--- config.mk ---
export PLATFORM = sky130hd
export DESIGN_NAME = mem_stage
export DESIGN_NICKNAME = d
export VERILOG_FILES = /design/src/hdl/mem_stage_pkg.sv /design/src/hdl/mem_stage.sv /design/src/hdl/lane_align.sv /design/src/hdl/dcache.sv /design/src/hdl/dtlb.sv /design/src/hdl/bus_arbiter.sv
export VERILOG_INCLUDE_DIRS = /design/src /design/src/hdl
export SDC_FILE = /design/constraint.sdc
export NUM_CORES = 2
export LEC_CHECK = 0
export ABC_AREA = 1
export BUFFER_PORTS_ARGS = -buffer_cell sky130_fd_sc_hd__buf_2
export CORE_MARGIN = 4
export CORE_UTILIZATION = 55
export CTS_CLUSTER_SIZE = 20
export DETAILED_ROUTE_END_ITERATION = 8
export GPL_TIMING_DRIVEN = 0
export PLACE_DENSITY = 0.73
export REMOVE_ABC_BUFFERS = 1
export SETUP_SLACK_MARGIN = 0.02
export SLEW_MARGIN = 20
export SYNTH_ARGS = -nofsm -noshare
export SYNTH_HDL_FRONTEND = slang
export SYNTH_HIERARCHICAL = 1
export SYNTH_SLANG_ARGS = --single-unit
--- constraint.sdc ---
create_clock -name clk -period 18.51 [get_ports clk]
set_input_delay 1.851 -clock clk [delete_from_list [all_inputs] [get_ports clk]]
set_output_delay 1.851 -clock clk [all_outputs]
set_load 0.1 [all_outputs]
--- src/hdl/mem_stage_defines.svh ---
`ifndef MEM_STAGE_DEFINES_SVH
`define MEM_STAGE_DEFINES_SVH

// Data and address width
`define MS_XLEN 64

// Page offset width, 4 KiB pages
`define MS_PAGE_BITS 12

`define MS_TLB_ENTRIES 4
`define MS_CACHE_LINES 8

// Destination register number width
`define MS_RD_BITS 5

// Page-table entry layout
`define MS_PTE_VALID_BIT 0
`define MS_PPN_LSB 12

`endif
--- src/hdl/mem_stage_pkg.sv ---
`default_nettype none

`include "mem_stage_defines.svh"

package mem_stage_pkg;

  typedef enum logic [3:0] {
    OP_LB,
    OP_LBU,
    OP_LH,
    OP_LHU,
    OP_LW,
    OP_LWU,
    OP_LD,
    OP_SB,
    OP_SH,
    OP_SW,
    OP_SD
  } mem_op_e;

  typedef struct packed {
    mem_op_e                 op;
    logic [`MS_XLEN-1:0]     vaddr;
    logic [`MS_XLEN-1:0]     wdata;   // Store value, low bytes used
    logic [`MS_RD_BITS-1:0]  rd;
  } stage_req_t;

  typedef struct packed {
    logic [`MS_RD_BITS-1:0]  rd;
    logic [`MS_XLEN-1:0]     data;    // Zero for stores and faults
    logic                    fault;
  } stage_rsp_t;

  typedef struct packed {
    logic [`MS_XLEN-1:0]     addr;    // Word aligned
    logic                    write;
    logic [`MS_XLEN-1:0]     wdata;
    logic [7:0]              strb;
  } bus_req_t;

  typedef struct packed {
    logic [`MS_XLEN-1:0]     rdata;
  } bus_rsp_t;

endpackage

`default_nettype wire

--- src/hdl/mem_stage.sv ---
`default_nettype none

`include "mem_stage_defines.svh"

module mem_stage (
  input  wire                            clk,
  input  wire                            reset,
  input  wire [`MS_XLEN-1:0]             ptbr,
  input  wire                            req_valid,
  output logic                           req_ready,
  input  wire mem_stage_pkg::stage_req_t req,
  output logic                           rsp_valid,
  input  wire                            rsp_ready,
  output mem_stage_pkg::stage_rsp_t      rsp,
  output logic                           bus_req_valid,
  input  wire                            bus_req_ready,
  output mem_stage_pkg::bus_req_t        bus_req,
  input  wire                            bus_rsp_valid,
  input  wire mem_stage_pkg::bus_rsp_t   bus_rsp
);
  typedef enum logic [1:0] {ST_IDLE, ST_XLATE, ST_ACCESS, ST_RESP} stage_state_e;

  stage_state_e                       state;
  logic                               start;   // First cycle of translate or access
  mem_stage_pkg::stage_req_t          req_q;
  mem_stage_pkg::stage_rsp_t          rsp_q;
  logic                               misaligned;
  logic                               is_store;
  logic                               xlat_done;
  logic                               xlat_fault;
  logic [`MS_XLEN-`MS_PAGE_BITS-1:0]  ppn;
  logic                               acc_done;
  logic [`MS_XLEN-1:0]                cache_rdata;
  logic [`MS_XLEN-1:0]                load_data;
  logic [`MS_XLEN-1:0]                store_word;
  logic [7:0]                         store_strb;
  logic                               tlb_req_valid, tlb_req_ready, tlb_rsp_valid;
  logic                               cache_req_valid, cache_req_ready, cache_rsp_valid;
  mem_stage_pkg::bus_req_t            tlb_req, cache_req;

  always_comb begin
    case (req.op)
      mem_stage_pkg::OP_LH, mem_stage_pkg::OP_LHU, mem_stage_pkg::OP_SH:
        misaligned = req.vaddr[0];
      mem_stage_pkg::OP_LW, mem_stage_pkg::OP_LWU, mem_stage_pkg::OP_SW:
        misaligned = (req.vaddr[1:0] != 2'b00);
      mem_stage_pkg::OP_LD, mem_stage_pkg::OP_SD:
        misaligned = (req.vaddr[2:0] != 3'b000);
      default: misaligned = 1'b0;
    endcase
  end

  assign is_store = req_q.op inside {mem_stage_pkg::OP_SB, mem_stage_pkg::OP_SH,
                                     mem_stage_pkg::OP_SW, mem_stage_pkg::OP_SD};
  assign req_ready = (state == ST_IDLE);
  assign rsp_valid = (state == ST_RESP);
  assign rsp = rsp_q;

  always_ff @(posedge clk) begin
    if (reset) begin
      state <= ST_IDLE;
      start <= 1'b0;
    end else begin
      start <= 1'b0;
      case (state)
        ST_IDLE: if (req_valid) begin
          state <= misaligned ? ST_RESP : ST_XLATE;   // Misaligned skips the bus
          start <= !misaligned;
        end
        ST_XLATE: if (xlat_done) begin
          state <= xlat_fault ? ST_RESP : ST_ACCESS;
          start <= !xlat_fault;
        end
        ST_ACCESS: if (acc_done) state <= ST_RESP;
        ST_RESP: if (rsp_ready) state <= ST_IDLE;
        default: state <= ST_IDLE;
      endcase
    end
  end

  always_ff @(posedge clk) begin
    if (state == ST_IDLE && req_valid) begin
      req_q <= req;
      rsp_q <= '{rd: req.rd, data: '0, fault: misaligned};
    end
    if (state == ST_XLATE && xlat_done) rsp_q.fault <= xlat_fault;
    if (state == ST_ACCESS && acc_done && !is_store) rsp_q.data <= load_data;
  end

  dtlb dtlb0 (
    .clk, .reset, .ptbr,
    .xlat_valid(state == ST_XLATE && start),
    .vpn(req_q.vaddr[`MS_XLEN-1:`MS_PAGE_BITS]),
    .xlat_done, .ppn, .xlat_fault,
    .bus_req_valid(tlb_req_valid), .bus_req_ready(tlb_req_ready), .bus_req(tlb_req),
    .bus_rsp_valid(tlb_rsp_valid), .bus_rsp
  );

  dcache dcache0 (
    .clk, .reset,
    .acc_valid(state == ST_ACCESS && start),
    .paddr({ppn, req_q.vaddr[`MS_PAGE_BITS-1:0]}),
    .write(is_store), .wdata(store_word), .strb(store_strb),
    .acc_done, .rdata(cache_rdata),
    .bus_req_valid(cache_req_valid), .bus_req_ready(cache_req_ready), .bus_req(cache_req),
    .bus_rsp_valid(cache_rsp_valid), .bus_rsp
  );

  lane_align lane_align0 (
    .op(req_q.op), .offset(req_q.vaddr[2:0]), .line_word(cache_rdata),
    .store_data(req_q.wdata), .load_data, .store_word, .store_strb
  );

  bus_arbiter bus_arbiter0 (
    .clk, .reset,
    .tlb_req_valid, .tlb_req_ready, .tlb_req, .tlb_rsp_valid,
    .cache_req_valid, .cache_req_ready, .cache_req, .cache_rsp_valid,
    .bus_req_valid, .bus_req_ready, .bus_req, .bus_rsp_valid
  );

  a_rsp_hold: assert property (@(posedge clk) disable iff (reset)
    rsp_valid && !rsp_ready |=> rsp_valid && $stable(rsp));

endmodule

`default_nettype wire

--- src/hdl/lane_align.sv ---
`default_nettype none

`include "mem_stage_defines.svh"

module lane_align (
  input  wire mem_stage_pkg::mem_op_e op,
  input  wire [2:0]                   offset,
  input  wire [`MS_XLEN-1:0]          line_word,
  input  wire [`MS_XLEN-1:0]          store_data,
  output logic [`MS_XLEN-1:0]         load_data,
  output logic [`MS_XLEN-1:0]         store_word,
  output logic [7:0]                  store_strb
);
  logic [`MS_XLEN-1:0] shifted;

  assign shifted = line_word >> {offset, 3'b000};   // Addressed byte to lane 0

  always_comb begin
    load_data = '0;
    store_word = store_data;
    store_strb = '0;
    case (op)
      mem_stage_pkg::OP_LB:  load_data = {{(`MS_XLEN-8){shifted[7]}}, shifted[7:0]};
      mem_stage_pkg::OP_LBU: load_data = {{(`MS_XLEN-8){1'b0}}, shifted[7:0]};
      mem_stage_pkg::OP_LH:  load_data = {{(`MS_XLEN-16){shifted[15]}}, shifted[15:0]};
      mem_stage_pkg::OP_LHU: load_data = {{(`MS_XLEN-16){1'b0}}, shifted[15:0]};
      mem_stage_pkg::OP_LW:  load_data = {{(`MS_XLEN-32){shifted[31]}}, shifted[31:0]};
      mem_stage_pkg::OP_LWU: load_data = {{(`MS_XLEN-32){1'b0}}, shifted[31:0]};
      mem_stage_pkg::OP_LD:  load_data = line_word;
      mem_stage_pkg::OP_SB: begin
        store_word = {8{store_data[7:0]}};
        store_strb = 8'b0000_0001 << offset;
      end
      mem_stage_pkg::OP_SH: begin
        store_word = {4{store_data[15:0]}};
        store_strb = 8'b0000_0011 << offset;
      end
      mem_stage_pkg::OP_SW: begin
        store_word = {2{store_data[31:0]}};
        store_strb = 8'b0000_1111 << offset;
      end
      mem_stage_pkg::OP_SD: store_strb = 8'hff;
      default: load_data = '0;
    endcase
  end

endmodule

`default_nettype wire

--- src/hdl/dcache.sv ---
`default_nettype none

`include "mem_stage_defines.svh"

module dcache (
  input  wire                          clk,
  input  wire                          reset,
  input  wire                          acc_valid,
  input  wire [`MS_XLEN-1:0]           paddr,
  input  wire                          write,
  input  wire [`MS_XLEN-1:0]           wdata,
  input  wire [7:0]                    strb,
  output logic                         acc_done,
  output logic [`MS_XLEN-1:0]          rdata,
  output logic                         bus_req_valid,
  input  wire                          bus_req_ready,
  output mem_stage_pkg::bus_req_t      bus_req,
  input  wire                          bus_rsp_valid,
  input  wire mem_stage_pkg::bus_rsp_t bus_rsp
);
  localparam int IDX_W = $clog2(`MS_CACHE_LINES);
  localparam int TAG_W = `MS_XLEN - IDX_W - 3;

  typedef enum logic [1:0] {C_IDLE, C_REQ, C_WAIT} cache_state_e;

  cache_state_e               state;
  logic [`MS_CACHE_LINES-1:0] line_valid;
  logic [TAG_W-1:0]           line_tag [`MS_CACHE_LINES];
  logic [`MS_XLEN-1:0]        line_data [`MS_CACHE_LINES];
  logic [`MS_XLEN-4:0]        word_q;   // Word address of the pending access
  logic                       write_q;
  logic [`MS_XLEN-1:0]        wdata_q;
  logic [7:0]                 strb_q;
  logic [IDX_W-1:0]           idx;
  logic [IDX_W-1:0]           idx_q;
  logic                       hit;
  logic [`MS_XLEN-1:0]        merged;

  assign idx = paddr[IDX_W+2:3];
  assign idx_q = word_q[IDX_W-1:0];
  assign hit = line_valid[idx] && (line_tag[idx] == paddr[`MS_XLEN-1:IDX_W+3]);

  always_comb begin
    merged = line_data[idx];
    for (int i = 0; i < 8; i++) begin
      if (strb[i]) merged[8*i +: 8] = wdata[8*i +: 8];
    end
  end

  // Stores always go to memory, reads fetch the whole word
  assign bus_req_valid = (state == C_REQ);
  assign bus_req = '{addr: {word_q, 3'b000}, write: write_q, wdata: wdata_q,
                     strb: write_q ? strb_q : 8'hff};

  always_ff @(posedge clk) begin
    if (reset) begin
      state <= C_IDLE;
      line_valid <= '0;
      acc_done <= 1'b0;
    end else begin
      acc_done <= 1'b0;
      case (state)
        C_IDLE: if (acc_valid) begin
          if (!write && hit) acc_done <= 1'b1;
          else state <= C_REQ;
        end
        C_REQ: if (bus_req_ready) state <= C_WAIT;
        C_WAIT: if (bus_rsp_valid) begin
          state <= C_IDLE;
          acc_done <= 1'b1;
          if (!write_q) line_valid[idx_q] <= 1'b1;   // No allocate on store miss
        end
        default: state <= C_IDLE;
      endcase
    end
  end

  always_ff @(posedge clk) begin
    if (state == C_IDLE && acc_valid) begin
      word_q <= paddr[`MS_XLEN-1:3];
      write_q <= write;
      wdata_q <= wdata;
      strb_q <= strb;
      rdata <= line_data[idx];
      if (write && hit) line_data[idx] <= merged;
    end
    if (state == C_WAIT && bus_rsp_valid && !write_q) begin
      line_data[idx_q] <= bus_rsp.rdata;
      line_tag[idx_q] <= word_q[`MS_XLEN-4:IDX_W];
      rdata <= bus_rsp.rdata;
    end
  end

  a_bus_after_acc: assert property (@(posedge clk) disable iff (reset)
    bus_req_valid && !$past(bus_req_valid) |-> $past(acc_valid));

endmodule

`default_nettype wire

--- src/hdl/dtlb.sv ---
`default_nettype none

`include "mem_stage_defines.svh"

module dtlb (
  input  wire                                    clk,
  input  wire                                    reset,
  input  wire [`MS_XLEN-1:0]                     ptbr,
  input  wire                                    xlat_valid,
  input  wire [`MS_XLEN-`MS_PAGE_BITS-1:0]       vpn,
  output logic                                   xlat_done,
  output logic [`MS_XLEN-`MS_PAGE_BITS-1:0]      ppn,
  output logic                                   xlat_fault,
  output logic                                   bus_req_valid,
  input  wire                                    bus_req_ready,
  output mem_stage_pkg::bus_req_t                bus_req,
  input  wire                                    bus_rsp_valid,
  input  wire mem_stage_pkg::bus_rsp_t           bus_rsp
);
  localparam int VPN_W = `MS_XLEN - `MS_PAGE_BITS;
  localparam int IDX_W = $clog2(`MS_TLB_ENTRIES);
  localparam int TAG_W = VPN_W - IDX_W;

  typedef enum logic [1:0] {W_IDLE, W_REQ, W_WAIT} walk_state_e;

  walk_state_e                state;
  logic [`MS_TLB_ENTRIES-1:0] ent_valid;
  logic [TAG_W-1:0]           ent_tag [`MS_TLB_ENTRIES];
  logic [VPN_W-1:0]           ent_ppn [`MS_TLB_ENTRIES];
  logic [VPN_W-1:0]           vpn_q;
  logic [IDX_W-1:0]           idx;
  logic [IDX_W-1:0]           idx_q;
  logic                       hit;
  logic                       pte_ok;

  assign idx = vpn[IDX_W-1:0];
  assign idx_q = vpn_q[IDX_W-1:0];
  assign hit = ent_valid[idx] && (ent_tag[idx] == vpn[VPN_W-1:IDX_W]);
  assign pte_ok = bus_rsp.rdata[`MS_PTE_VALID_BIT];

  // One PTE read at ptbr + 8 * vpn
  assign bus_req_valid = (state == W_REQ);
  assign bus_req = '{addr: ptbr + {vpn_q, 3'b000}, write: 1'b0, wdata: '0, strb: '0};

  always_ff @(posedge clk) begin
    if (reset) begin
      state <= W_IDLE;
      ent_valid <= '0;
      xlat_done <= 1'b0;
      xlat_fault <= 1'b0;
    end else begin
      xlat_done <= 1'b0;
      case (state)
        W_IDLE: if (xlat_valid) begin
          if (hit) begin
            xlat_done <= 1'b1;
            xlat_fault <= 1'b0;
          end else begin
            state <= W_REQ;
          end
        end
        W_REQ: if (bus_req_ready) state <= W_WAIT;
        W_WAIT: if (bus_rsp_valid) begin
          state <= W_IDLE;
          xlat_done <= 1'b1;
          xlat_fault <= !pte_ok;
          if (pte_ok) ent_valid[idx_q] <= 1'b1;   // Invalid PTE is not kept
        end
        default: state <= W_IDLE;
      endcase
    end
  end

  always_ff @(posedge clk) begin
    if (state == W_IDLE && xlat_valid) begin
      vpn_q <= vpn;
      ppn <= ent_ppn[idx];
    end
    if (state == W_WAIT && bus_rsp_valid) begin
      ppn <= bus_rsp.rdata[`MS_XLEN-1:`MS_PPN_LSB];
      if (pte_ok) begin
        ent_tag[idx_q] <= vpn_q[VPN_W-1:IDX_W];
        ent_ppn[idx_q] <= bus_rsp.rdata[`MS_XLEN-1:`MS_PPN_LSB];
      end
    end
  end

endmodule

`default_nettype wire

--- src/hdl/bus_arbiter.sv ---
`default_nettype none

module bus_arbiter (
  input  wire                         clk,
  input  wire                         reset,
  input  wire                         tlb_req_valid,
  output logic                        tlb_req_ready,
  input  wire mem_stage_pkg::bus_req_t tlb_req,
  output logic                        tlb_rsp_valid,
  input  wire                         cache_req_valid,
  output logic                        cache_req_ready,
  input  wire mem_stage_pkg::bus_req_t cache_req,
  output logic                        cache_rsp_valid,
  output logic                        bus_req_valid,
  input  wire                         bus_req_ready,
  output mem_stage_pkg::bus_req_t     bus_req,
  input  wire                         bus_rsp_valid
);
  logic busy;     // Owner locked
  logic issued;   // Request accepted, awaiting response
  logic owner;    // 1 = cache
  logic prio;     // Cache wins a tie when set
  logic pick_cache;

  assign pick_cache = cache_req_valid && (!tlb_req_valid || prio);

  assign bus_req = owner ? cache_req : tlb_req;
  assign bus_req_valid = busy && !issued && (owner ? cache_req_valid : tlb_req_valid);
  assign tlb_req_ready = busy && !issued && !owner && bus_req_ready;
  assign cache_req_ready = busy && !issued && owner && bus_req_ready;
  assign tlb_rsp_valid = issued && !owner && bus_rsp_valid;
  assign cache_rsp_valid = issued && owner && bus_rsp_valid;

  always_ff @(posedge clk) begin
    if (reset) begin
      busy <= 1'b0;
      issued <= 1'b0;
      owner <= 1'b0;
      prio <= 1'b0;
    end else if (!busy) begin
      if (tlb_req_valid || cache_req_valid) begin
        busy <= 1'b1;
        owner <= pick_cache;
      end
    end else if (!issued) begin
      if (bus_req_valid && bus_req_ready) issued <= 1'b1;
    end else if (bus_rsp_valid) begin
      busy <= 1'b0;
      issued <= 1'b0;
      prio <= !owner;   // Alternate after each transfer
    end
  end

  // Each bus response belongs to exactly one granted requester
  a_one_grant: assert property (@(posedge clk) disable iff (reset)
    bus_rsp_valid |-> $onehot({tlb_rsp_valid, cache_rsp_valid}));

endmodule

`default_nettype wire

After elaboration in Yosys (flattened, before gate mapping)
Memories as Yosys holds them, arrays and structs flattened. A register that Yosys moved wholly into a read port is not among the register bits.
Index checks and enable logic that the tools add are counted.
{ "totals": {"register_bits": 530, "latch_bits": 0, "mem_bits_rw": 1384, "rom_bits": 0, "in_bits": 271, "out_inout_bits": 210, "elab_cells": 231, "memories": 4} }
{ "memory_table": {"columns": ["name", "words", "width", "read_ports", "rd_clocked_by_memory_dff", "write_ports", "line", "text"], "rows": [
  ["dcache0.line_data", 8, 64, 1, 1, 1, "dcache.sv:29", "logic [`MS_XLEN-1:0] line_data [`MS_CACHE_LINES];"],
  ["dcache0.line_tag", 8, 58, 1, 1, 1, "dcache.sv:28", "logic [TAG_W-1:0] line_tag [`MS_CACHE_LINES];"],
  ["dtlb0.ent_ppn", 4, 52, 1, 1, 1, "dtlb.sv:29", "logic [VPN_W-1:0] ent_ppn [`MS_TLB_ENTRIES];"],
  ["dtlb0.ent_tag", 4, 50, 1, 1, 1, "dtlb.sv:28", "logic [TAG_W-1:0] ent_tag [`MS_TLB_ENTRIES];"]
]} }
{ "classes": {"addsub": 1, "mul": 0, "n_div": 0, "magnitude_cmp": 6, "n_eq_ne": 40, "shifts": 4, "n_mux": 83, "bitwise": 4, "reduce_logical": 63} }
{ "op_table": {"columns": ["operator", "count"], "rows": [
  ["$pmux 64 s7", 1],
  ["$mux 64", 4],
  ["$pmux 64 s3", 1],
  ["$mux 137", 1],
  ["$mux 52", 2],
  ["$mux 8", 9],
  ["$mux 65", 1],
  ["$add 64x55->64", 1],
  ["$reduce_or 64->1", 1],
  ["$shr 64x6->32", 1],
  ["$eq 58x58->1", 1],
  ["$eq 50x50->1", 1],
  ["$mux 1", 33],
  ["$pmux 8 s4", 1],
  ["$mux 2", 15],
  ["$logic_and 1x1->1", 29],
  ["$eq 4x3->1 const B", 7],
  ["$eq 4x4->1 const B", 6],
  ["$eq 4x2->1 const B", 4],
  ["$ne 2x1->1 const B", 8],
  ["$reduce_and 4->1", 4],
  ["$pmux 2 s3", 2],
  ["$reduce_bool 2->1", 6],
  ["$ne 2x2->1 const B", 5],
  ["other kinds (31)", 57]
]} }

Longest topological paths before layout
{ "depth": {"word_depth": 8, "depth_mapped": 20} }

Hierarchy
The synthesis kept the hierarchy.
{ "modules_own_cells": {"columns": ["module", "instances", "cells_per_inst", "area_per_inst_um2", "seq_area_each_um2"], "rows": [
  ["dcache", 1, 4286, 48669.2, 35474.0],
  ["dtlb", 1, 2487, 25034.0, 15534.9],
  ["mem_stage", 1, 411, 7343.3, 6125.9],
  ["lane_align", 1, 845, 3729.8, 0.0],
  ["bus_arbiter", 1, 475, 1983.2, 80.1]
]} }

Worst setup path before layout
Ideal clock, no wire load.
{ "synth_timing": {"path_kind": "input to register", "startpoint": "input bus_rsp_valid", "endpoint": "memory dtlb0/ent_ppn[3][0] (netlist name), enable pin", "t_arrival_ns": 9.334, "required_ns": 17.820, "slack_ns": 8.486, "path_stages": 6, "n_path_buf": 0, "path_cell_list": "nand2_1 > nor2_1 > nand2_1 > nor2_1 > inv_1 > nor3_1"} }
{ "synth_between": {"elab_chain_len": 4} }
{ "synth_rtl": {"columns": ["element", "line", "text"], "rows": [
  ["start, declared", "mem_stage.sv:18", "input wire bus_rsp_valid,"],
  ["$logic_and 1x1->1", "bus_arbiter.sv:31", "assign tlb_rsp_valid = issued && !owner && bus_rsp_valid;"],
  ["net tlb_rsp_valid", "mem_stage.sv:37", "logic tlb_req_valid, tlb_req_ready, tlb_rsp_valid;"],
  ["$logic_and 1x1->1", "dtlb.sv:79", "if (state == W_WAIT && bus_rsp_valid) begin"],
  ["$mux 1", "dtlb.sv:79", null],
  ["$mux 1", "dtlb.sv:83", "ent_ppn[idx_q] <= bus_rsp.rdata[`MS_XLEN-1:`MS_PPN_LSB];"],
  ["end, declared", "dtlb.sv:29", null]
]} }
The timed path passes the listed nets, and every way through them passes these cells.

==> results.cfg <==
[yosys]
netlist.top_cell.by_area = edfxtp_1
async_flop_share = 0
synth_top_area_share = 0.653
synth.avg_cell_area_um2 = 10.2
synth_area_um2 = 86800
synth-seq-cells = 1914
ys_warn_count = 6
syn_inst = 8504
seq_area_frac_synth = 0.659
synth_area_leaders = edfxtp_1 (65%), nand2_1 (11%), nor2_1 (4.4%)
synth_cell_types = 49
synthFlopType = edfxtp_1
synth_edf_count = 1888

[detailed_routing]
avgRoutedWirePerCell_um = 24.0
wl_mm = 269
num_vias = 65400
initialDrtViolationCount = 8874
viasPerCell = 5.82
drc = 0
antenna_left = 0
dr.pass1.iters = 6

[global_route]
grtUsageTotal = 0.321
overflow = 0
grt_max_degree = 185
grt_pass1_wl_mm = 390
grt_pass1_vias = 61100
antenna_found_initial = 29

[floorplanning]
core_um2 = 157000
num_rows = 145
start_util = 0.554
die_area_um2 = 164000
die_w_um = 405
pin_count = 481
chipHeight_um = 405

[finish]
multi_input_area_um2 = 24800
fin_util = 0.635
final_cell_mix = nand2_1 (2592), edfxtp_1 (1888), nor2_1 (1004), inv_1 (638), o21ai_0 (588)
nFillCells = 11800
seq_area_um2 = 57200
layout_commonest_cell = nand2_1
nets = 9318
syn_to_final_growth_pct = 14.7
drive_above_1_share = 0.121

[placement]
portBuffers = 480
dpl.hpwl_mm = 188
routabilityCongestion = 0.965

[critical_path]
start_kind = primary input
cpMostUsedCell = nand2_1
crit_type = in2out
path_cells = buf_2 > ha_1 > fa_1 > nand2_1 > nand2_1 > o21ai_2 > inv_1 > a21oi_1 > o21ai_2 > a21boi_0 > o21ai_0 > xor2_1 > nand2_1 > nand2_1 > buf_2
arrival_ps = 5150
worst_ep_required_time_ps = 16660
path_max_fanout = 3
slowest_delay_ps = 450
worstSetupEndpointType = primary output
slowest_stage = buf_2

[sta]
period_needed_ps = 7000
rsz0062_at_grt = false
fin_crit_sh = 0.378
worstMarginPinSlew_ps = 1130
fin_hold_ws_ps = 461
final-setup-viol-count = 0
slew_headroom = 0.240
hold_viol = 0
maxSlewViolCount = 0
fmax_ghz = 0.143
skew_ps = 36.2

[power]
powerDensity_nw_per_um2 = 116
leakagePower_nw = 39.7
ir_drop_mv = 0.120

[cts]
cts_resized = 0
cts_root_buf = clkbuf_16
clock_latency_ps = 830
cts_hold_buf = 0
numCtsBuffers = 191
clk_pin_slew_ps = 60
post_cts_buffers = 0
cts.path.max_buffers = 3
htree_levels = 4
tritoncts = yes
cts_sinks = 1914

[job]
maxCapViolCount = 0

[min_path]
hold_class = reg2reg

[status]
status = finished clean
logic make-up (layout without fill, tap and decap cells):
family / count (synthesis) / in the layout / share of synthesized area
buf+inv: 1142 / 1719 / 0.0601
mux: 1 / 1 / 0.000130
simple gates: 4345 / 4345 / 0.204
other cells: 2 / 93 / 0.0000866
flops: 1914 / 1914 / 0.659
fa+ha+maj: 57 / 57 / 0.00831
xor+xnor: 49 / 49 / 0.00495
compound gates: 994 / 994 / 0.0626
per-stage QoR:
stage	power, mW	area [um^2]	setup TNS [ps]	setup WS (ps)	std cells
6_report	11.6	99500	0	11510	11200
5_1_grt	12.0	99500	0	11350	11200
4_1_cts	11.6	99400	0	11520	11200
3_5_place_dp	7.82	93300	0	11550	10900
3_3_place_gp	7.83	89300	-	-21120	10600
2_1_floorplan	6.99	84300	-337840	-660	8095
worst paths after layout:
check | endpoint | start | slack (ps) | cells past startpoint
worst max-delay path | bus_req[104] | ptbr[3] | 11510 | 15
worst min register to register | bus_arbiter0/prio$_SDFFE_PP0P_ | bus_arbiter0/prio$_SDFFE_PP0P_ | 460 | 2
worst max register to register | dcache0/line_data[6][27]$_DFFE_PP_ | req_q[72]$_DFFE_PP_ | 12240 | 25
worst min-delay path | bus_arbiter0/prio$_SDFFE_PP0P_ | bus_arbiter0/prio$_SDFFE_PP0P_ | 460 | 2
sequential cells by signal, summed over array words and instances (netlist names), 64 cells and up:
| name | cells |
|---|---|
| dcache0/line_data | 512 |
| rsp | 70 |
| dcache0/line_tag | 464 |
| dtlb0/ent_tag | 200 |
| dcache0/wdata_q | 64 |
| dcache0/rdata | 64 |
| req_q | 132 |
| dtlb0/ent_ppn | 208 |
critical path, delay by kind of cell:
kind	cells	cell delay, ps
XOR/XNOR	1	200
adder cells (fa/ha/maj)	2	630
AND/OR/NAND/NOR	4	660
buffers and inverters	3	630
AO/OA/AOI/OAI	5	1170
layer usage:
layer / up-vias / GRT usage / part of all wire
met5: - / 0 / 0.00019
met4: 8 / 0.149 / 0.052
met3: 618 / 0.0611 / 0.11
met2: 4106 / 0.511 / 0.46
met1: 31200 / 0.431 / 0.37
li1: 29500 / - / -
report_power, final:
part           total, mW  leakage [nW]  switching, mW  internal, mW
logic               2.61          19.4           2.02         0.592
registers           5.17          17.3          0.109          5.07
clock network       3.80          2.98           1.66          2.14
cells in the mapped netlist (12+ instances only):
library cell	n
buf_1	44
a21oi_1	110
inv_2	13
clkbuf_1	158
inv_1	642
nand2_2	18
a21boi_0	31
nand2_1	2597
dfxtp_1	26
ha_1	56
o21ai_1	14
xnor2_1	13
edfxtp_1	1888
o21ai_0	592
buf_2	123
nor2_2	12
xor2_1	36
o22ai_1	136
buf_6	34
nand3_1	527
a31oi_1	67
nand3b_1	70
nor2_1	1022
nand4_1	31
nor3_1	22
buf_4	119
nor2_4	41
area by class of cell:
cell class	instances	share of cell area
antenna	17	0.000428
clock inverter	132	0.0118
multi-input combinational	5522	0.249
timing repair buffer	702	0.0620
inverter	659	0.0256
tap	2058	0.0259
sequential	1914	0.575
clock buffer	226	0.0498
Power figures use the tool's default switching activity.
